--- src/verilog/aes_pkg.sv ---
package aes_pkg;

  // aes-128 is fixed at ten rounds over a 128-bit block
  localparam int unsigned AES_ROUNDS = 10;
  localparam int unsigned AES_BLOCK_BITS = 128;

  // state array, byte index is row*4+col
  typedef logic [15:0][7:0] aes_state_t;

  // round FSM states
  typedef enum logic [2:0] {
    IDLE,
    INIT_KEY,
    SHIFT,
    MIX,
    FINISH
  } aes_fsm_e;

  // write-back operation for the mix/add-key stage
  typedef enum logic [1:0] {
    // raw state xor key, initial key addition
    MIX_INIT,
    // MixColumns then xor key, rounds 1 to 9
    MIX_FULL,
    // xor key only, last round
    MIX_FINAL
  } aes_mix_op_e;

  // rcon for the first expansion step
  localparam logic [7:0] aes_rcon_first = 8'h01;

  // multiply by x in GF(2^8) mod x^8+x^4+x^3+x+1
  function automatic logic [7:0] xtime(input logic [7:0] b);
    logic [7:0] shifted;
    shifted = {b[6:0], 1'b0};
    return b[7] ? (shifted ^ 8'h1b) : shifted;
  endfunction

endpackage

--- src/verilog/aes_mix_add_key.sv ---
`timescale 1ns/100ps

module aes_mix_add_key import aes_pkg::*;
(
  input  aes_state_t  raw_state,
  input  aes_state_t  sub_state,
  input  aes_state_t  round_key,
  input  aes_mix_op_e mix_op,
  output aes_state_t  result
);

  aes_state_t mixed;
  aes_state_t picked;

  // MixColumns, one column at a time
  always_comb
  begin
    logic [7:0] a0, a1, a2, a3;
    for (int c = 0; c < 4; c++)
    begin
      a0 = sub_state[0 * 4 + c];
      a1 = sub_state[1 * 4 + c];
      a2 = sub_state[2 * 4 + c];
      a3 = sub_state[3 * 4 + c];
      // 3*x written as xtime(x) ^ x
      mixed[0 * 4 + c] = xtime(a0) ^ xtime(a1) ^ a1 ^ a2 ^ a3;
      mixed[1 * 4 + c] = a0 ^ xtime(a1) ^ xtime(a2) ^ a2 ^ a3;
      mixed[2 * 4 + c] = a0 ^ a1 ^ xtime(a2) ^ xtime(a3) ^ a3;
      mixed[3 * 4 + c] = xtime(a0) ^ a0 ^ a1 ^ a2 ^ xtime(a3);
    end
  end

  // source select per operation
  always_comb
  begin
    case (mix_op)
      MIX_INIT:  picked = raw_state;
      MIX_FULL:  picked = mixed;
      MIX_FINAL: picked = sub_state;
      default:   picked = sub_state;
    endcase
  end

  // AddRoundKey
  assign result = picked ^ round_key;

endmodule

--- config.mk ---
export PLATFORM = sky130hd
export DESIGN_NAME = aes_mix_add_key
export DESIGN_NICKNAME = d
export VERILOG_FILES = /design/src/verilog/aes_pkg.sv /design/src/verilog/aes_mix_add_key.sv
export SDC_FILE = /design/constraint.sdc
export NUM_CORES = 1
export LEC_CHECK = 0
export BUFFER_PORTS_ARGS = -buffer_cell sky130_fd_sc_hd__buf_2
export CAP_MARGIN = 10
export CORE_AREA = 3 3 201 203
export DETAILED_ROUTE_END_ITERATION = 7
export DIE_AREA = 0 0 204 206
export PLACE_DENSITY_LB_ADDON = 0.05
export SLEW_MARGIN = 10
export SYNTH_ARGS = -nofsm -noshare
export SYNTH_HDL_FRONTEND = slang
export SYNTH_SLANG_ARGS = --single-unit
--- constraint.sdc ---
create_clock -name vclk -period 1.8
set_input_delay 0.09 -clock vclk [all_inputs]
set_output_delay 0.09 -clock vclk [all_outputs]
set_load 0.05 [all_outputs]
# [Yosys cells after proc, flatten, opt, wreduce, memory -nomap -nowiden]
# Cells that the tools add are included.
[word_totals] elab_cells=100 regBits=0
[op_classes] eq_ne=1 n_reduce_logical=1 n_bitwise=81 muxes=17
[ops] operator="$xor A8 B8 Y8" count=64
[ops] operator="$pmux W128 S2" count=1
[ops] operator="$xor A128 B128 Y128" count=1
[ops] operator="$mux W5" count=16
[ops] operator="$not A4 Y4" count=16
[ops] operator="$eq A2 B1 Y1 const B" count=1
[ops] operator="$logic_not A2 Y1" count=1

# [Logic depth before layout (Yosys ltp)]
[logic_depth] word_depth=8 depth_mapped=7 depth_no_buf=5

# [Least setup slack after synthesis]
# Ideal clock, no wire load.
[synth_timing] path_type="in2out" from="input port sub_state[15] in the netlist's numbering" to="output port result[104] in the netlist's numbering" t_required_ns=1.710 stages=6 arrival_ns=1.889 n_path_buf=1 slack_ns=-0.179 cell_sequence="buf_2 > xnor2_1 > xor3_1 > nand2_1 > o2bb2ai_1 > xnor2_1"
[synth_rtl] item="from (decl)" line="aes_mix_add_key.sv:6" text="input aes_state_t sub_state,"
[synth_rtl] item="to (decl)" line="aes_mix_add_key.sv:9" text="output aes_state_t result"

==> key figures <==
Setup path
  • Data required, critical path: 1.71 ns
  • Critical-path cell list: buf_2, xnor2_2, xor3_1, o21ai_1, o21ai_1, xnor2_2, buf_2
  • Crit-path max FO: 5
  • Crit path max-delay family: XOR/XNOR gates
  • Crit. End Element: output port
  • Crit path arrival time: 1.66 ns
  • Critical path type: in2out
  • Slowest CP cell: xor3_1
  • CP max stage delay: 0.40 ns
  • Worst setup SP type: input pin
  • CP bufs+invs: 2

STA
  • Final worst path period need: 1.75 ns
  • Highest clock rate: 572 MHz
  • Setup-failing EPs final: 0
  • Tcrit/Tclk final: 0.971
  • RSZ-0062 raised after global routing: true
  • Setup TNS: 0 ns
  • Final WS setup: 0.0525 ns
  • Final Hold Viols: 0
  • Max transition margin: 0.709
  • Slew Limit Fails: 0
  • Worst Tran Pin Value: 0.434 ns

Synth
  • Synth Area per Inst: 8.32 um^2
  • Synth area leader: xnor2_1
  • Area contributors post-synth: xnor2_1 (36%), xor2_1 (20%), a22oi_1 (7.8%), xnor3_1 (7.0%), xor3_1 (4.5%)
  • Cells after Synth: 895
  • Share of Yosys cell area claimed by the top area cell type: 0.355
  • Synth warn: 0
  • Unique cell type count in the Yosys netlist: 33
  • Syn Nets: 1281
  • Sequential share of the synthesized area: 0
  • Post-Syn Area: 7450 um^2

Floorplanning
  • Initial Util: 0.193
  • Row cnt: 72
  • Full die area: 42000 um^2
  • Die X: 204 um
  • Core area: 38600 um^2
  • IO Pins: 514
  • Die height: 206 um

Route
  • Drt first pass iters: 4
  • DR vias: 8497
  • Drt drc: 0
  • Wirelength, routed: 38400 um
  • Average vias per placed instance: 4.23
  • Final ANT Viol Nets: 0
  • Drt wl/cell: 19.1 um
  • Drt first-iter violations: 211

GRT
  • Largest net degree at the start of global routing: 51
  • Global-route wire length before repair: 56300 um
  • GRT Util Overall: 0.172
  • Grt ovf: 0
  • Initial antenna violation count: 8
  • Vias in the first global route: 9132

Clock network
  • CTS Hold Bufs: 0

Power and ir drop
  • Internal: 2.87 mW
  • LEAKAGE: 5.79 nW
  • Ratio of total power to cell area: 558 nW/um^2
  • Gate power share: 1.000
  • Sw Share: 0.596
  • Clock power share: 0
  • Peak supply drop: 301 uV
  • Share of power burned in registers: 0
  • Sw power: 4.24 mW

Job
  • Maximum Capacitance Violations: 0

Cells and area
  • Fin nets: 1875
  • Num sequential: 0
  • Most common cell after layout, fill and taps aside: buf_2
  • Most frequent cells in the layout: buf_2 (498), xnor2_1 (250), buf_4 (129), xor2_2 (89), xor2_1 (85)
  • Layout cells sized above 1: 0.547
  • # fillers: 4257
  • Util after Layout: 0.330
  • CLK BUF: 0
  • Multi-input gate area: 8280 um^2
  • Sequential cell area: 0 um^2
  • Area growth syn-to-layout: 71.1%

Worst hold path
  • Worst min path class: in2out

Placement
  • PortBufs: 514
  • Pre-CTS WS: -0.0896 ns
  • Final HPWL DP: 33100 um
  • Placer Congestion: 0.772

Run status
  • Outcome: complete, no violations
## logic make-up (layout without fill, tap and decap cells)
logic type	Yosys count	count (layout)	synth area share
XOR/XNOR	525	525	0.711
AO/OA/AOI/OAI	259	259	0.224
other	0	4	0
buffers and inverters	61	653	0.0351
AND/OR/NAND/NOR	50	50	0.0291
## final cells by class
type / count / share of cell area
inverter: 2 / 0.000589
antenna: 4 / 0.000786
tap: 518 / 0.0509
timing repair buffer: 651 / 0.298
multi-input combinational: 834 / 0.650
## per-layer routing
| metal | global-route usage | up-vias | share of wire |
|---|---|---|---|
| li1 | - | 4196 | - |
| met2 | 0.323 | 287 | 0.52 |
| met4 | 0.0128 | 6 | 0.0069 |
| met1 | 0.213 | 3992 | 0.41 |
| met5 | 0 | - | 0.00088 |
| met3 | 0.0287 | 16 | 0.061 |
## synthesized netlist by cell type, types with 3 or more instances
cell	number
xnor2_1	302
xor2_1	169
a22oi_1	77
o21ai_0	55
a21oi_1	46
clkbuf_1	35
nand2_1	35
o2bb2ai_1	30
o21ai_1	28
xnor3_1	23
buf_2	15
xor3_1	14
a22o_1	12
xnor2_2	8
nor2_1	5
xor2_2	5
a21o_1	4
buf_1	4
o22ai_1	4
xnor2_4	4
buf_4	3
nor3_1	3
## per-stage QoR
stage	total power, mW	std cells	area [um^2]	hold slack [ns]
3_5_place_dp	7.07	2000	12400	0.524
5_1_grt	7.59	2007	12700	0.533
6_report	7.11	2009	12700	0.508
2_1_floorplan	4.89	895	8330	0.361
4_1_cts	7.15	2005	12600	0.524
3_3_place_gp	7.09	2000	12400	0.522
## worst min-delay path: stages
cell and delay, ns:
buf_2 0.08, xnor2_1 0.06, buf_4 0.18
## final timing paths
check | slack [ns] | end | start | depth (start not counted)
max | 0.05 | result[48] | sub_state[87] | 7
min | 0.51 | result[62] | round_key[62] | 3
## power by group through the flow
stage               clock network (mW)  registers, mW  logic (mW)
detailed placement                   0              0        7.07
floorplan                            0              0        4.89
CTS                                  0              0        7.15
finish                     0.000000298              0        7.11
global placement                     0              0        7.09
global route               0.000000149              0        7.59
## what timing repair did
item                       CTS  global route
setup buffers                5             0
setup endpoints to repair   12            47
pin swaps                    2             0
gates resized for setup      8            42
Note: power is estimated with default switching activity, not from simulation.
