$ cat src/verilog/aes_pkg.sv
package aes_pkg;

  // aes-128 is fixed at ten rounds over a 128-bit block
  localparam int unsigned AES_ROUNDS = 10;
  localparam int unsigned AES_BLOCK_BITS = 128;

  // state array, byte index is row*4+col
  typedef logic [15:0][7:0] aes_state_t;

  // round FSM states
  typedef enum logic [2:0] {
    IDLE,
    INIT_KEY,
    SHIFT,
    MIX,
    FINISH
  } aes_fsm_e;

  // write-back operation for the mix/add-key stage
  typedef enum logic [1:0] {
    // raw state xor key, initial key addition
    MIX_INIT,
    // MixColumns then xor key, rounds 1 to 9
    MIX_FULL,
    // xor key only, last round
    MIX_FINAL
  } aes_mix_op_e;

  // rcon for the first expansion step
  localparam logic [7:0] aes_rcon_first = 8'h01;

  // multiply by x in GF(2^8) mod x^8+x^4+x^3+x+1
  function automatic logic [7:0] xtime(input logic [7:0] b);
    logic [7:0] shifted;
    shifted = {b[6:0], 1'b0};
    return b[7] ? (shifted ^ 8'h1b) : shifted;
  endfunction

endpackage

$ cat src/verilog/aes_sbox.sv
`timescale 1ns/100ps

module aes_sbox import aes_pkg::*;
(
  input  logic [7:0] a,
  output logic [7:0] s
);

  // general GF(2^8) product, shift and add
  function automatic logic [7:0] gf_mul(input logic [7:0] x, input logic [7:0] y);
    logic [7:0] acc;
    logic [7:0] p;
    acc = 8'h00;
    p = x;
    for (int i = 0; i < 8; i++)
    begin
      if (y[i])
        acc = acc ^ p;
      p = xtime(p);
    end
    return acc;
  endfunction

  logic [7:0] a2, a4, a8, a16;
  logic [7:0] n, n2, n4, n8;
  logic [7:0] n_inv;
  logic [7:0] inv;

  // frobenius powers of the input
  assign a2  = gf_mul(a, a);
  assign a4  = gf_mul(a2, a2);
  assign a8  = gf_mul(a4, a4);
  assign a16 = gf_mul(a8, a8);

  // norm a^17 lands in the GF(2^4) subfield
  assign n = gf_mul(a16, a);

  // subfield inverse as n^14 = n^8 * n^4 * n^2
  assign n2    = gf_mul(n, n);
  assign n4    = gf_mul(n2, n2);
  assign n8    = gf_mul(n4, n4);
  assign n_inv = gf_mul(gf_mul(n8, n4), n2);

  // back to the full field, a^-1 = a^16 * n^-1, zero maps to zero
  assign inv = gf_mul(a16, n_inv);

  // affine map, each bit mixes four rotated neighbours plus 0x63
  always_comb
  begin
    for (int i = 0; i < 8; i++)
    begin
      s[i] = inv[i] ^ inv[(i + 4) % 8] ^ inv[(i + 5) % 8] ^ inv[(i + 6) % 8]
             ^ inv[(i + 7) % 8];
    end
    s = s ^ 8'h63;
  end

endmodule

$ cat src/verilog/aes_key_schedule.sv
`timescale 1ns/100ps

module aes_key_schedule import aes_pkg::*;
(
  input  logic       clk,
  input  logic       resetn,
  input  logic [7:0] key_in,
  input  logic       key_load,
  input  logic       block_start,
  input  logic       key_next,
  output aes_state_t round_key
);

  // cipher key as loaded, kept across blocks
  aes_state_t cipher_key;
  aes_state_t next_key;
  logic [3:0] slot;
  logic [7:0] rcon;
  // SubWord of the rotated last column
  logic [3:0][7:0] sub_word;

  // same row-major slot mapping as the state
  always_ff @(posedge clk)
  begin
    if (key_load)
      cipher_key[{slot[1:0], slot[3:2]}] <= key_in;
  end

  always_ff @(posedge clk or negedge resetn)
  begin
    if (!resetn)
      slot <= 4'd0;
    else if (block_start)
      slot <= 4'd0;
    else if (key_load)
      slot <= slot + 4'd1;
  end

  // RotWord feeds row r+1 of column 3 into row r
  for (genvar r = 0; r < 4; r++)
  begin : g_sub_word
    aes_sbox u_sbox
    (
      .a (round_key[((r + 1) % 4) * 4 + 3]),
      .s (sub_word[r])
    );
  end

  // word 0 takes the temp word, later words chain the xor
  always_comb
  begin
    for (int r = 0; r < 4; r++)
    begin
      next_key[r * 4] = round_key[r * 4] ^ sub_word[r] ^ ((r == 0) ? rcon : 8'h00);
      for (int c = 1; c < 4; c++)
      begin
        next_key[r * 4 + c] = round_key[r * 4 + c] ^ next_key[r * 4 + c - 1];
      end
    end
  end

  // start restores round key 0
  always_ff @(posedge clk)
  begin
    if (block_start)
      round_key <= cipher_key;
    else if (key_next)
      round_key <= next_key;
  end

  // rcon 01, 02, 04 ... 80, 1b, 36
  always_ff @(posedge clk or negedge resetn)
  begin
    if (!resetn)
      rcon <= aes_rcon_first;
    else if (block_start)
      rcon <= aes_rcon_first;
    else if (key_next)
      rcon <= xtime(rcon);
  end

endmodule

$ cat config.mk
export PLATFORM = sky130hd
export DESIGN_NAME = aes_key_schedule
export DESIGN_NICKNAME = d
export VERILOG_FILES = /design/src/verilog/aes_pkg.sv /design/src/verilog/aes_sbox.sv /design/src/verilog/aes_key_schedule.sv
export SDC_FILE = /design/constraint.sdc
export NUM_CORES = 1
export LEC_CHECK = 0
export ABC_CLOCK_PERIOD_IN_PS = 22900
export BUFFER_PORTS_ARGS = -buffer_cell sky130_fd_sc_hd__buf_2
export CORE_ASPECT_RATIO = 1.75
export CORE_MARGIN = 4
export CORE_UTILIZATION = 43
export DETAILED_ROUTE_END_ITERATION = 10
export PLACE_DENSITY = 0.6
export SYNTH_ARGS = -nofsm -noshare
export SYNTH_HDL_FRONTEND = slang
export SYNTH_SLANG_ARGS = --single-unit
$ cat constraint.sdc
create_clock -name clk -period 22.9 [get_ports clk]
set_input_delay 3.435 -clock clk [delete_from_list [all_inputs] [get_ports clk]]
set_output_delay 3.435 -clock clk [all_outputs]
set_load 0.02 [all_outputs]
# After elaboration in Yosys (flattened, before gate mapping)
# Cells that the tools add are included.
op_classes:
  bitwise_logic: 722
  n_reduce_logical: 3
  add_sub_neg: 1
  magnitude_cmp: 2
  n_mux: 642
ops:
  columns: ["op", "count"]
  rows:
  - ["8-bit 2-to-1 mux", 355]
  - ["8-bit XOR", 325]
  - ["5-bit 2-to-1 mux", 281]
  - ["4-bit inverter", 285]
  - ["128-bit 2-to-1 mux", 2]
  - ["128-bit bitwise mux", 1]
  - ["1-bit XOR", 112]
  - ["8-bit demux with 4-bit select", 1]
  - ["4-bit 2-to-1 mux", 2]
  - ["4-bit by 5-bit less-than comparator with 1-bit output, second input constant", 1]
  - ["4-bit by 1-bit adder with 4-bit output, second input constant", 1]
  - ["4-bit by 1-bit greater-or-equal comparator with 1-bit output, second input constant", 1]
  - ["2-bit nonzero test", 2]
  - ["1-bit logical AND", 1]
totals:
  input_bits: 13
  word_cells: 1404
  output_inout_bits: 128
  regBits: 268

# Logic depth before layout (Yosys ltp)
depth:
  word_depth: 187
  ltp_mapped: 86
  depth_no_buf: 70

# Hierarchy
# A second synthesis with hierarchy kept.
hier_totals:
  cells_unflattened: 7031
  hier_area_um2: 61361.4
modules_own_cells:
  columns: ["mod", "cells_per_inst", "seq_area_each_um2", "area_per_inst_um2", "n_inst"]
  rows:
  - ["aes_sbox", 1589, 0.0, 12336.8, 4]
  - ["aes_key_schedule", 675, 7988.9, 12014.0, 1]

# Worst setup path before layout
# OpenSTA, ideal clock, no wires.
synth_timing:
  path_kind: "register to register"
  from: "register round_key[62] in the netlist's numbering"
  to: "register round_key[10] in the netlist's numbering (data pin)"
  setup_slack_ns: 4.153
  stages_incl_launch_ff: 76
  synth_period_minus_slack_ns: 18.747
  required_time_ns: 22.640
  arrival_ns: 18.487
  n_path_buf: 16
  setup_time_ns: 0.260
  path_cell_list: "edfxtp_1 > buf_2 > buf_4 > buf_2 > xor2_1 > xor2_1 > inv_1 > clkbuf_1 > clkbuf_1 > ha_1 > xnor3_1 > xnor2_1 > nor2_1 > xnor3_1 > nor3_1 > or3_1 > clkbuf_1 > nand2_1 > [40 not listed] > xor2_1 > xnor2_1 > xnor3_1 > xnor2_2 > clkbuf_1 > nor3_1 > a21oi_1 > o311ai_1 > xnor3_1 > buf_2 > buf_1 > mux2i_1 > nor4_1 > xnor3_1 > xor2_1 > xor3_1 > xnor3_1 > mux2_2"
synth_via:
  elab_chain_cells: 173
  elab_cells_between_ends: 311
  cone_classes: "mux: 159; bitwise: 152"
synth_lines:
  columns: ["element", "line_no", "source"]
  rows:
  - ["start, declared", "aes_key_schedule.sv:11", "output aes_state_t round_key"]
  - ["start signal, assigned", "aes_key_schedule.sv:66", "round_key <= cipher_key;"]
  - ["start signal, assigned", "aes_key_schedule.sv:68", "round_key <= next_key;"]
  - ["8-bit XOR or 8-bit 2-to-1 mux (tied branches)", "aes_sbox.sv:18, aes_sbox.sv:17", null]
  - ["8-bit 2-to-1 mux or 8-bit XOR (tied branches)", "aes_sbox.sv:17, aes_sbox.sv:18", null]
  - ["8-bit XOR or 8-bit 2-to-1 mux (tied branches)", "aes_sbox.sv:18, aes_sbox.sv:17", null]
  - ["8-bit 2-to-1 mux or 8-bit XOR (tied branches)", "aes_sbox.sv:17, aes_sbox.sv:18", null]
  - ["8-bit XOR or 8-bit 2-to-1 mux (tied branches)", "aes_sbox.sv:18, aes_sbox.sv:17", null]
  - ["8-bit 2-to-1 mux or 8-bit XOR (tied branches)", "aes_sbox.sv:17, aes_sbox.sv:18", null]
  - ["8-bit XOR or 8-bit 2-to-1 mux (tied branches)", "aes_sbox.sv:18, aes_sbox.sv:17", null]
  - ["8-bit 2-to-1 mux or 8-bit XOR (tied branches)", "aes_sbox.sv:17, aes_sbox.sv:18", null]
  - ["[154 not listed]", null, null]
  - ["8-bit XOR", "aes_sbox.sv:18", "acc = acc ^ p;"]
  - ["8-bit 2-to-1 mux *", "aes_sbox.sv:17", "if (y[i])"]
  - ["1-bit XOR (3 in series)", "aes_sbox.sv:52", "s[i] = inv[i] ^ inv[(i + 4) % 8] ^ inv[(i + 5) % 8] ^ inv[(i + 6) % 8]"]
  - ["1-bit XOR *", "aes_sbox.sv:53", "^ inv[(i + 7) % 8];"]
  - ["8-bit XOR * (2 in series)", "aes_key_schedule.sv:54", "next_key[r * 4] = round_key[r * 4] ^ sub_word[r] ^ ((r == 0) ? rcon : 8'h00);"]
  - ["8-bit XOR *", "aes_key_schedule.sv:57", "next_key[r * 4 + c] = round_key[r * 4 + c] ^ next_key[r * 4 + c - 1];"]
  - ["128-bit 2-to-1 mux *", "aes_key_schedule.sv:67", "else if (key_next)"]
  - ["128-bit 2-to-1 mux *", "aes_key_schedule.sv:65", "if (block_start)"]
# Every way passes the cells marked *; elsewhere a longest branch is shown, timed or not. The select of a mux whose other input is x is not followed.
# A chain may end at the register's enable or synchronous reset.

# Final worst setup path
layout_timing:
  from: "register round_key[127] in the netlist's numbering"
  to: "register round_key[93] in the netlist's numbering (data pin)"
layout_via:
  elab_chain_cells: 176
  elab_cells_between_ends: 315
  cone_classes: "mux: 160; bitwise: 155"
layout_lines:
  columns: ["element", "line_no"]
  rows:
  - ["5-bit 2-to-1 mux or 8-bit 2-to-1 mux (tied branches)", "aes_pkg.sv:36, aes_sbox.sv:17"]
  - ["8-bit XOR", "aes_sbox.sv:18"]
  - ["8-bit 2-to-1 mux", "aes_sbox.sv:17"]
  - ["8-bit XOR", "aes_sbox.sv:18"]
  - ["8-bit 2-to-1 mux", "aes_sbox.sv:17"]
  - ["8-bit XOR", "aes_sbox.sv:18"]
  - ["8-bit 2-to-1 mux", "aes_sbox.sv:17"]
  - ["8-bit XOR", "aes_sbox.sv:18"]
  - ["[156 not listed]", null]
  - ["8-bit 2-to-1 mux *", "aes_sbox.sv:17"]
  - ["1-bit XOR (3 in series)", "aes_sbox.sv:52"]
  - ["1-bit XOR *", "aes_sbox.sv:53"]
  - ["4-bit inverter (no source line) *", null]
  - ["8-bit XOR *", "aes_key_schedule.sv:54"]
  - ["8-bit XOR * (3 in series)", "aes_key_schedule.sv:57"]
  - ["128-bit 2-to-1 mux *", "aes_key_schedule.sv:67"]
  - ["128-bit 2-to-1 mux *", "aes_key_schedule.sv:65"]
# Marks and branches as above.

==> results.toml <==
[outcome]
status = "completed"

[floorplan]
coreArea_um2 = 134000
dieArea_um2 = 141000
start_util_pct = 43.2
row_count = 178
fp.dieW_um = 286
die_y_um = 494
top_level_ports = 141

[logic_synthesis]
synthCells = 6952
syn_area_um2 = 58100
synthArstFlopShare_pct = 4.48
synth-seq-area-share_pct = 13.8
ys_seq_elements = 268
synth_edf_count = 256
synth_top_area_share_pct = 18.9
synth_common_cells = "xnor2_1 (1251), nor2_1 (799), nand2_1 (766)"
yosysWarnings = 0
synthTopCellsByArea = "xnor2_1 (19%), edfxtp_1 (13%), xnor3_1 (10%)"
synth_nets = 6997
synthMostInstantiatedCell = "xnor2_1"
dominantRegCellSynth = "edfxtp_1"
ys_types = 125
synth_top_area_cell = "xnor2_1"
syn_avg_cell_area_um2 = 8.35

[hold_path]
min_path_cells = 2
holdCritStartpoint = "cipher_key[18]"
hold-path-endpoint = "round_key[18]"
worstHoldPathType = "reg2reg"

[timing]
worst_clock_skew_ns = 0.0176
post-route-period-util_pct = 94.6
whs_ns = 0.518
fin_ws_ns = 1.23
drv_slew = 0
rsz0062_at_grt = "false"
period_minus_slack_ns = 21.67
setup_viol = 0
fmaxAchievable_mhz = 46.2
tightest_slew_ns = 1.19
finalHoldViolCount = 0
slew_headroom_pct = 20.0

[final_layout]
nets = 6958
finalInstanceArea_um2 = 62000
final_util_pct = 46.1
drive_gt1_share_pct = 12.0
area_delta_synth_final_pct = 6.74

[placed_design]
placed_cell_area_um2 = 60800
place.detailed.hpwl_um = 145000
portBuffers = 140
gp_congestion = 0.975
pre_cts_slack_ns = -0.230

[critical_path]
cp-end-kind = "flip-flop"
required_ns = 23.20
max_stage_delay_ns = 0.68
crit_arrival_ns = 21.97
r2r_start = "round_key[127]"
r2r_cells = 70
slowest_stage = "xnor3_2"
path_class = "reg2reg"
r2r_end = "round_key[93]"
regToRegSetupSlack_ns = 1.23
cp_max_fo = 29
cpMostUsedCell = "xnor2_1"
cp-start-kind = "flip-flop"

[drt]
wl_um = 189000
drc = 0
detail-route-antenna-nets = 0
via_count = 50783
firstDrtPassIters = 6
viasPerCell = 5.81
wl_per_cell_um = 21.6
drtIter0Drc = 3480

[clock_tree]
clockRootBuffer = "clkbuf_16"
clock-sinks = 268
worstSkewPairLatency_ns = 0.56
htreeDepth = 1
cts_buffers = 26
cts_max_path_buffers = 3
cts_tree = "done"
clkTransAtPathRegs_ns = 0.07

[grt]
first_global_vias = 49080
grt-ovfl-total = 0
grtUsageTotal_pct = 25.5
antenna_found_initial = 8
grt_pass1_wl_um = 289000
grt_max_degree = 87

[run]
maxCapViolations = 0
[layout by cell type (no fill, tap or decap), types with 139 or more instances in the layout]
cell and count:
xnor2_1 1227, nor2_1 799, nand2_1 766, xor2_1 368, a21oi_1 274, o21ai_0 264, xnor3_1 263, edfxtp_1 256
buf_4 233, mux2i_1 215, nor3_1 170, nand3_1 151, buf_2 139
[per-stage QoR]
stage,std cells,TNS (ns)
finish,8738,0
global route,8733,0
CTS,8717,0
detailed placement,8669,-0.996
global placement,8669,-0.432
floorplan,6952,0
[state kept, by name, indices dropped and copies added, names as in the netlist]
signal,cells
slot,4
rcon,8
cipher_key,128
round_key,128
[worst max-delay path, delay by kind of cell, from the launching register on]
| kind | cells | cell delay [ns] |
|---|---|---|
| and+or+nand+nor | 10 | 2.15 |
| buffers and inverters | 11 | 2.59 |
| adders and majority gates | 6 | 2.40 |
| xor gates and xnor gates | 37 | 12.46 |
| AOI/OAI and AO/OA | 3 | 0.70 |
| muxes | 3 | 0.70 |
| DFF | 1 | 0.33 |
[timing repair]
action                                  4_1_cts  5_1_grt
hold buffers                                  0        0
setup buffers                                 0       15
gates cloned                                  0        1
resized for setup                             1       29
endpoints found under the setup margin        9      118
pin swaps                                     0        3
[logic make-up (layout without fill, tap and decap cells)]
| family | Yosys count | in the layout | synth area share (%) |
|---|---|---|---|
| AND/OR/NAND/NOR | 2403 | 2403 | 18.9 |
| XOR/XNOR | 2085 | 2085 | 41.5 |
| AO/OA/AOI/OAI | 1292 | 1292 | 15.2 |
| buffers and inverters | 559 | 540 | 4.19 |
| multiplexers | 309 | 309 | 5.65 |
| flip-flops | 268 | 268 | 13.8 |
| adder cells (fa/ha/maj) | 36 | 36 | 0.759 |
| other | 0 | 5 | 0 |
[worst max path at each step]
| stage | slack (ns) | cells after the start | from | end |
|---|---|---|---|---|
| 2_1_floorplan | 4.15 | 75 | round_key[62] | round_key[10] |
| 3_3_place_gp | -0.13 | 66 | round_key[126] | round_key[95] |
| 3_5_place_dp | -0.23 | 67 | round_key[126] | round_key[93] |
| 4_1_cts | 0.03 | 67 | round_key[121] | round_key[89] |
| 5_1_grt | 0.02 | 71 | round_key[127] | round_key[89] |
| 6_report | 1.23 | 70 | round_key[127] | round_key[93] |
[per-layer routing]
metal / vias up / GRT usage, % / part of all wire, %
li1: 24248 / - / -
met1: 24441 / 28.8 / 38
met2: 1620 / 47.7 / 52
met3: 472 / 3.12 / 5.6
met4: 2 / 11.2 / 5.2
met5: - / 0 / 0.0069
[final cells by class]
cell class | count | area, µm²
Inverter | 117 | 445
Multi-Input combinational cell | 6125 | 47900
Clock inverter | 11 | 151
Clock buffer | 37 | 712
Timing Repair Buffer | 374 | 2470
Sequential cell | 268 | 7990
Timing Repair inverter | 1 | 5.00
Tap cell | 1800 | 2250
Antenna cell | 5 | 12.5
Fill cell | 13130 | 72300
Power is left out: the tool's default activity adds up to more than one toggle a clock period on the data nets, which glitch-free logic cannot reach.
