`config.mk`:
```
export PLATFORM = sky130hd
export DESIGN_NAME = aes_sbox
export DESIGN_NICKNAME = d
export VERILOG_FILES = /design/src/verilog/aes_pkg.sv /design/src/verilog/aes_sbox.sv
export SDC_FILE = /design/constraint.sdc
export NUM_CORES = 1
export LEC_CHECK = 0
export BUFFER_PORTS_ARGS = -buffer_cell sky130_fd_sc_hd__buf_2
export CORE_MARGIN = 2
export CORE_UTILIZATION = 45
export DETAILED_ROUTE_END_ITERATION = 16
export PLACE_DENSITY = 0.65
export SYNTH_ARGS = -nofsm -noshare
export SYNTH_HDL_FRONTEND = slang
export SYNTH_SLANG_ARGS = --single-unit
```
`constraint.sdc`:
```
create_clock -name vclk -period 43.9
set_input_delay 2.195 -clock vclk [all_inputs]
set_output_delay 2.195 -clock vclk [all_outputs]
set_load 0.02 [all_outputs]
```
`src/verilog/aes_pkg.sv`:
```
package aes_pkg;

  // aes-128 is fixed at ten rounds over a 128-bit block
  localparam int unsigned AES_ROUNDS = 10;
  localparam int unsigned AES_BLOCK_BITS = 128;

  // state array, byte index is row*4+col
  typedef logic [15:0][7:0] aes_state_t;

  // round FSM states
  typedef enum logic [2:0] {
    IDLE,
    INIT_KEY,
    SHIFT,
    MIX,
    FINISH
  } aes_fsm_e;

  // write-back operation for the mix/add-key stage
  typedef enum logic [1:0] {
    // raw state xor key, initial key addition
    MIX_INIT,
    // MixColumns then xor key, rounds 1 to 9
    MIX_FULL,
    // xor key only, last round
    MIX_FINAL
  } aes_mix_op_e;

  // rcon for the first expansion step
  localparam logic [7:0] aes_rcon_first = 8'h01;

  // multiply by x in GF(2^8) mod x^8+x^4+x^3+x+1
  function automatic logic [7:0] xtime(input logic [7:0] b);
    logic [7:0] shifted;
    shifted = {b[6:0], 1'b0};
    return b[7] ? (shifted ^ 8'h1b) : shifted;
  endfunction

endpackage

```
`src/verilog/aes_sbox.sv`:
```
`timescale 1ns/100ps

module aes_sbox import aes_pkg::*;
(
  input  logic [7:0] a,
  output logic [7:0] s
);

  // general GF(2^8) product, shift and add
  function automatic logic [7:0] gf_mul(input logic [7:0] x, input logic [7:0] y);
    logic [7:0] acc;
    logic [7:0] p;
    acc = 8'h00;
    p = x;
    for (int i = 0; i < 8; i++)
    begin
      if (y[i])
        acc = acc ^ p;
      p = xtime(p);
    end
    return acc;
  endfunction

  logic [7:0] a2, a4, a8, a16;
  logic [7:0] n, n2, n4, n8;
  logic [7:0] n_inv;
  logic [7:0] inv;

  // frobenius powers of the input
  assign a2  = gf_mul(a, a);
  assign a4  = gf_mul(a2, a2);
  assign a8  = gf_mul(a4, a4);
  assign a16 = gf_mul(a8, a8);

  // norm a^17 lands in the GF(2^4) subfield
  assign n = gf_mul(a16, a);

  // subfield inverse as n^14 = n^8 * n^4 * n^2
  assign n2    = gf_mul(n, n);
  assign n4    = gf_mul(n2, n2);
  assign n8    = gf_mul(n4, n4);
  assign n_inv = gf_mul(gf_mul(n8, n4), n2);

  // back to the full field, a^-1 = a^16 * n^-1, zero maps to zero
  assign inv = gf_mul(a16, n_inv);

  // affine map, each bit mixes four rotated neighbours plus 0x63
  always_comb
  begin
    for (int i = 0; i < 8; i++)
    begin
      s[i] = inv[i] ^ inv[(i + 4) % 8] ^ inv[(i + 5) % 8] ^ inv[(i + 6) % 8]
             ^ inv[(i + 7) % 8];
    end
    s = s ^ 8'h63;
  end

endmodule

```
==> Word-level counts from Yosys, hierarchy flattened <==
Cells that the tools add are included.
{ "op_classes": {"bitwise_logic": 176, "n_mux": 158} }
{ "op_table": {"columns": ["op", "count"], "rows": [
  ["8-bit 2-to-1 mux", 88],
  ["8-bit XOR", 77],
  ["5-bit 2-to-1 mux", 70],
  ["4-bit NOT", 71],
  ["1-bit XOR", 28]
]} }
{ "totals": {"ff_bits": 0, "wordCells": 334} }

==> Logic depth before layout (Yosys ltp) <==
Gate-level depths: netlist (run 1).
{ "logic_depth": {"ltp_word": 180, "mapped_depth": 79, "mapped_depth_nobuf": 68} }

==> Worst setup path before layout (run 1) <==
Ideal clock, no wire load.
{ "synth_timing": {"path_type": "input port to output port", "startpoint": "in a[0]", "endpoint": "out s[0]", "setup_slack_ns": 22.890, "path_stages": 70, "t_arrival_ns": 18.815, "path_buffers": 7, "path_cell_list": "ha_1 > nand2_1 > xor2_1 > inv_2 > buf_4 > ha_1 > xnor2_1 > xnor2_1 > xnor2_1 > nor2_1 > xor2_1 > xnor2_1 > xnor3_2 > xnor2_1 > ha_1 > inv_1 > xnor2_1 > xnor2_1 > [34 not listed] > a211oi_1 > a211oi_1 > xnor2_2 > xnor2_2 > xor2_2 > xnor2_1 > inv_1 > a222oi_1 > xnor3_1 > xnor2_2 > buf_2 > nand4_1 > a21oi_1 > nor3b_1 > o221ai_1 > xnor2_1 > xnor3_1 > xnor2_1"} }
{ "synth_between": {"elab_chain_cells": 170, "elab_cells_between_ends": 303, "classes_between": "155 x mux; 148 x bitwise"} }
{ "synth_lines": {"columns": ["item", "line_no", "text"], "rows": [
  ["start, declared", "aes_sbox.sv:5", "input logic [7:0] a,"],
  ["8-bit 2-to-1 mux or 4-bit NOT (tied branches)", null, null],
  ["8-bit XOR or 5-bit 2-to-1 mux (tied branches)", "aes_sbox.sv:18, aes_pkg.sv:36", null],
  ["8-bit 2-to-1 mux or 8-bit XOR (tied branches)", "aes_sbox.sv:17, aes_sbox.sv:18", null],
  ["8-bit XOR or 8-bit 2-to-1 mux (tied branches)", "aes_sbox.sv:18, aes_sbox.sv:17", null],
  ["8-bit 2-to-1 mux or 8-bit XOR (tied branches)", "aes_sbox.sv:17, aes_sbox.sv:18", null],
  ["8-bit XOR or 8-bit 2-to-1 mux (tied branches)", "aes_sbox.sv:18, aes_sbox.sv:17", null],
  ["8-bit 2-to-1 mux or 8-bit XOR (tied branches)", "aes_sbox.sv:17, aes_sbox.sv:18", null],
  ["8-bit XOR or 8-bit 2-to-1 mux (tied branches)", "aes_sbox.sv:18, aes_sbox.sv:17", null],
  ["[152 not listed]", null, null],
  ["8-bit 2-to-1 mux", "aes_sbox.sv:17", "if (y[i])"],
  ["8-bit XOR", "aes_sbox.sv:18", "acc = acc ^ p;"],
  ["8-bit 2-to-1 mux", "aes_sbox.sv:17", null],
  ["8-bit XOR", "aes_sbox.sv:18", null],
  ["8-bit 2-to-1 mux (*)", "aes_sbox.sv:17", null],
  ["1-bit XOR (3 in series)", "aes_sbox.sv:52", "s[i] = inv[i] ^ inv[(i + 4) % 8] ^ inv[(i + 5) % 8] ^ inv[(i + 6) % 8]"],
  ["1-bit XOR (*)", "aes_sbox.sv:53", "^ inv[(i + 7) % 8];"],
  ["4-bit NOT (no source line) (*)", null, null],
  ["end, declared", "aes_sbox.sv:6", "output logic [7:0] s"]
]} }
Mark *: on every way between the ends. The rest lies on a longest branch, timed or not.

==> Final worst setup path (run 1) <==
{ "layout_timing": {"startpoint": "in a[7]", "endpoint": "out s[3]"} }
{ "layout_between": {"elab_chain_cells": 169, "elab_cells_between_ends": 308, "classes_between": "158 x mux; 150 x bitwise"} }
{ "layout_lines": {"columns": ["item", "line_no"], "rows": [
  ["5-bit 2-to-1 mux or 8-bit 2-to-1 mux (tied branches)", "aes_pkg.sv:36, aes_sbox.sv:17"],
  ["8-bit XOR", "aes_sbox.sv:18"],
  ["8-bit 2-to-1 mux", "aes_sbox.sv:17"],
  ["8-bit XOR", "aes_sbox.sv:18"],
  ["8-bit 2-to-1 mux", "aes_sbox.sv:17"],
  ["8-bit XOR", "aes_sbox.sv:18"],
  ["8-bit 2-to-1 mux", "aes_sbox.sv:17"],
  ["8-bit XOR", "aes_sbox.sv:18"],
  ["[151 not listed]", null],
  ["8-bit XOR", "aes_sbox.sv:18"],
  ["8-bit 2-to-1 mux", "aes_sbox.sv:17"],
  ["8-bit XOR", "aes_sbox.sv:18"],
  ["8-bit 2-to-1 mux", "aes_sbox.sv:17"],
  ["8-bit XOR", "aes_sbox.sv:18"],
  ["8-bit 2-to-1 mux (*)", "aes_sbox.sv:17"],
  ["1-bit XOR (3 in series)", "aes_sbox.sv:52"],
  ["1-bit XOR (*)", "aes_sbox.sv:53"]
]} }
Marks and branches as above.

==> run metrics, run 1 <==
Final Hold Viols 0; cell with the most instances after synthesis xnor2_1; Die H 170 µm; post-synth top area share 19.1%; HP Class input pin to output port; f_max 38.9 MHz; core area 27,000 µm²; WP data arrival 23.53 ns; GRT Total Usage 23.8%; setup TNS 0 ns; global-route wire length before repair 56,800 µm; Cell variety after synth 117; fill count 2,702; Routed WL per cell 18.6 µm; Critical Path Slowest Stage Cell xor3_1; ratio of cells with drive above 1 in the final layout 12.1%; YS warnings 0; crit share post-route 58.6%; CP peak stage delay 0.90 ns; clock period minus worst slack 25.72 ns; TritonRoute pass-1 iters 6; RSZ-0062 raised after global routing false; Hold Startpoint a[7]; DR iter-0 viols 1,035; CTS Hold Bufs 0; Crit. End Element output port; Detailed Route WL 34,800 µm; Critical Path Fanout Max 25; crit path launch type input pin; Worst slew margin 19.7%; Die Area 28,800 µm²; synth top area cells xnor2_1 19%, xnor3_1 11%, nor2_1 6.0%; IO Count 16; I/O Buffers 16; Yosys top cell by area xnor2_1; number of clock buffers in the layout 0; vias in the first global route 10,400; GRT overflow 0; Place WS 18.54 ns; largest net degree at the start of global routing 30; Post-Syn Nets 1,604; hold path depth 16; Post-DRT Antenna Nets 0; Syn-to-layout area delta 1.33%; worst setup margin 18.18 ns; initial antenna violation count 0; Initial Util 45.8%; synthesized area per cell 7.76 µm²; Placer Congestion 0.902; Slew Viols, Final 0; Met1 Wirelength 15,700 µm; Die W 170 µm; Post-Syn Area 12,300 µm²; Final nets 1,544; pin slew with the least headroom to its limit 1.20 ns; post-synthesis sequential area ratio 0%; CP dominant cell by count xnor2_1; vias per inst 6.05; status finished clean; Req. time, crit path 41.70 ns; DR top layer met4; Seq cells 0; FP Rows 60; FF+latch area 0 µm²; ant diodes 0; hold endpoint s[1]; Max-Cap Viols 0; final setup vio count 0; met2 wire length 16,500 µm; DR WL met3 1870 µm; Post-Synthesis Cells 1,589; Vias 11,300; cts repair resizes 0; Synth top cells by count 269 x xnor2_1, 198 x nor2_1, 157 x nand2_1; Post-route DRC 0; postcts setup bufs 0; post-DP HPWL 26,200 µm; Worst Setup Path Type input pin to output port
cells in the final DEF, fill, tap and decap left out, types with 8 or more instances in the layout:
cell type and n:
o211ai_1 16, buf_4 21, nand4_1 11, nor2b_1 8, nand2b_1 10, nand2_1 157
mux2i_1 46, o21ai_0 50, a211oi_1 14, and3_1 12, xor2_1 68, xor2_2 12
inv_1 25, a21oi_1 69, or3_1 19, xor3_1 10, xnor3_1 59, o22ai_1 19
a21o_1 11, nand3_1 59, nor4_1 9, o21ai_1 13, nor2_1 198, buf_2 16
a22oi_1 12, xnor2_2 49, xnor2_1 263, and2_1 10, a31oi_1 17, nor3_1 39
layout make-up:
| cell class | count | area (µm²) | area share [%] |
|---|---|---|---|
| multi-input cells | 1458 | 11700 | 93.7 |
| repair buffers | 37 | 238 | 1.90 |
| well taps | 341 | 427 | 3.41 |
| inverters | 32 | 120 | 0.961 |
worst max-delay path by stage:
stage	slack, ns	start	cells after the start	to
floorplan	22.89	a[0]	70	s[0]
global placement	19.21	a[7]	65	s[1]
detailed placement	18.54	a[7]	68	s[3]
CTS	18.49	a[7]	65	s[3]
global route	16.73	a[7]	69	s[1]
finish	18.18	a[7]	65	s[3]
routing by layer:
| layer | up-vias | track usage [%] |
|---|---|---|
| met5 | - | 0 |
| met4 | 0 | 4.27 |
| met3 | 57 | 0.956 |
| met2 | 414 | 40.9 |
| met1 | 5351 | 33.5 |
| li1 | 5485 | - |
cell families after synthesis:
family	count (synthesis)	share of synthesized area, %
XOR/XNOR	478	47.5
adder cells (fa/ha/maj)	7	0.710
buffers and inverters	131	5.40
multiplexers	53	4.40
AND/OR/NAND/NOR	588	22.7
AO/OA/AOI/OAI	332	19.3
worst max-delay path, delay by kind of cell:
family | cells | cell delay, ns
buf+inv | 7 | 1.86
compound gates | 6 | 0.74
fa+ha+maj | 6 | 2.49
xor+xnor | 33 | 13.33
simple gates | 12 | 2.73
mux | 1 | 0.17
through the flow:
| step | cell area [µm²] | hold slack (ns) | instances | util, % |
|---|---|---|---|---|
| after global routing | 12500 | 7.24 | 1868 | 46.4 |
| after floorplan | 12300 | 6.40 | 1589 | - |
| final | 12500 | 7.04 | 1868 | 46.4 |
| after detailed placement | 12500 | 7.03 | 1868 | 46.4 |
| after CTS | 12500 | 7.03 | 1868 | 46.4 |
| after global placement | 12500 | 7.00 | 1868 | 46.4 |
Power of run 1 is left out: the tool's default activity adds up to more than one toggle a clock period on the data nets, which glitch-free logic cannot reach.
==> run 2: changes to the inputs <==
--- a/config.mk
+++ b/config.mk
@@ -5,11 +5,12 @@
 export SDC_FILE = /design/constraint.sdc
 export NUM_CORES = 1
 export LEC_CHECK = 0
+export ABC_AREA = 1
 export BUFFER_PORTS_ARGS = -buffer_cell sky130_fd_sc_hd__buf_2
 export CORE_MARGIN = 2
 export CORE_UTILIZATION = 45
 export DETAILED_ROUTE_END_ITERATION = 16
-export PLACE_DENSITY = 0.65
+export PLACE_DENSITY = 0.67
 export SYNTH_ARGS = -nofsm -noshare
 export SYNTH_HDL_FRONTEND = slang
 export SYNTH_SLANG_ARGS = --single-unit
==> constraint.sdc (replaced) <==
create_clock -name vclk -period 22.5
set_input_delay 1.125 -clock vclk [all_inputs]
set_output_delay 1.125 -clock vclk [all_outputs]
set_load 0.02 [all_outputs]
==> run 2 against run 1 <==
Core utilization down 0.77 points. Synthesized cell count increased to 2.5 times the previous value. Die area is 44% higher. Global-route usage increased by 2.6 points. Via count is 110% higher. Sequential cell count stayed put. Routed wire length grew 58%. Sequential share of layout area did not move. Critical path depth is 52 higher. Final cell count grew 140%. Clock-buffer cell count is the same. Largest cell class unchanged.
==> run metrics, run 2 <==
status finished clean; Crit. End Element output port; RSZ-0062 raised after global routing false; number of clock buffers in the layout 0 (unchanged); Final Hold Viols 0 (unchanged); postcts setup bufs 0 (unchanged); vias in the first global route 20,600 (+98%); FF+latch area 0 µm² (unchanged); Cell variety after synth 30 (-74%); Worst slew margin 43.2% (+23 points); post-DP HPWL 43,900 µm (+68%); post-synthesis sequential area ratio 0% (unchanged); cell with the most instances after synthesis nand2_1; Post-DRT Antenna Nets 0 (unchanged); DR iter-0 viols 1,871 (+81%); Post-Syn Nets 4,013 (+150%); fill count 4,567 (+69%); IO Count 16 (unchanged); GRT overflow 0 (unchanged); Hold Startpoint a[7]; Crit path buffers/inverters 15 (+8); cts repair resizes 0 (unchanged); crit path launch type input pin; Routed WL per cell 12.4 µm (-34%); FP Rows 73 (+22%); Synth top cells by count 1,936 x nand2_1, 844 x nand3_1, 423 x inv_1; setup TNS 0 ns (unchanged); Die W 203 µm (+20%); Worst Setup Path Type input pin to output port; CP dominant cell by count nand2_1; Max-Cap Viols 0 (unchanged); vias per inst 5.29 (-13%); final setup vio count 0 (unchanged); pin slew with the least headroom to its limit 0.851 ns (-0.349 ns); most frequent cells in the layout 1,936 x nand2_1, 844 x nand3_1, 423 x inv_1; WP data arrival 18.38 ns (-5.15 ns); YS warnings 0 (unchanged); Syn-to-layout area delta 0.679%; Die H 203 µm (+20%); largest net degree at the start of global routing 35 (+17%); commonest non-fill, non-tap cell in the layout nand2_1; CTS Hold Bufs 0 (unchanged); synth top area cells nand2_1 41%, nand3_1 24%, inv_1 8.9%; Final nets 3,943 (+160%); Post-Syn Area 17,900 µm² (+45%); TritonRoute pass-1 iters 6 (unchanged); global-route wire length before repair 94,300 µm (+66%); ratio of cells with drive above 1 in the final layout 9.17% (-2.9 points); hold path depth 24 (+8); Yosys top cell by area nand2_1; Req. time, crit path 21.38 ns (-20.32 ns); HP Class input pin to output port; crit share post-route 86.7%; Placer Congestion 0.979 (+8.6%); I/O Buffers 16 (unchanged); Slew Viols, Final 0 (unchanged); Critical Path Fanout Max 32 (+28%); Die Area 41,300 µm² (+44%); post-synth top area share 40.7% (+22 points); f_max 51.3 MHz; Post-route DRC 0 (unchanged); Critical Path Slowest Stage Cell xnor2_1; initial antenna violation count 3 (+3); Initial Util 45.3% (-0.47 points); GRT Total Usage 26.3% (+2.6 points); clock period minus worst slack 19.51 ns; core area 39,500 µm² (+46%); CP peak stage delay 0.69 ns (-0.21 ns); top cell family by delay on the critical path simple AND/OR/NAND/NOR gates; Seq cells 0 (unchanged); Vias 23,500 (+110%); Detailed Route WL 55,200 µm (+58%); synthesized area per cell 4.47 µm² (-42%); hold endpoint s[4]; Post-Synthesis Cells 3,998 (+150%)
## run 2: kinds of logic (layout without fill, tap and decap cells)
group / Yosys count / in the layout / synth area share, %
simple gates: 3285 / 3285 / 81.4
xor+xnor: 40 / 40 / 2.00
other cells: 0 / 2 / 0
fa+ha+maj: 7 / 7 / 0.490
compound gates: 47 / 47 / 1.44
buf+inv: 619 / 547 / 14.7
## run 2: layout make-up
class / count / area, µm² / share of cell area, %
multi-input cells: 3379 / 15200 / 84.7
repair buffers: 17 / 87.6 / 0.487
inverters: 530 / 2000 / 11.1
diodes: 2 / 5.00 / 0.0278
well taps: 525 / 657 / 3.65
## run 2: worst max-delay path by stage
stage                     start   end  slack (ns)  cells after the start
after floorplan            a[0]  s[6]        6.89                    131
after global placement     a[7]  s[6]        3.56                    118
after detailed placement   a[7]  s[6]        3.40                    121
after CTS                  a[7]  s[6]        3.34                    121
after global routing       a[7]  s[0]        0.80                    127
final                      a[7]  s[6]        2.99                    117
## run 2: through the flow
stage | hold slack [ns] | area, µm² | setup slack (ns) | utilization [%] | instances
global route | 5.17 | 18000 | 0.804 | 45.6 | 4452
detailed placement | 4.83 | 18000 | 3.40 | 45.6 | 4451
finish | 4.85 | 18000 | 2.99 | 45.6 | 4453
CTS | 4.83 | 18000 | 3.34 | 45.6 | 4451
global placement | 4.84 | 18000 | 3.56 | 45.6 | 4451
floorplan | 4.14 | 17900 | 6.89 | - | 3998
## run 2: metal layers
layer	vias up	wire length (µm)	global-route usage, %	share of wire (%)
li1	12400	-	-	-
met1	10100	23700	33.2	43
met2	950	25800	47.5	47
met3	142	3940	1.57	7.1
met4	2	1750	8.76	3.2
met5	-	13	0	0.024
Power of run 2 is left out for the same reason.
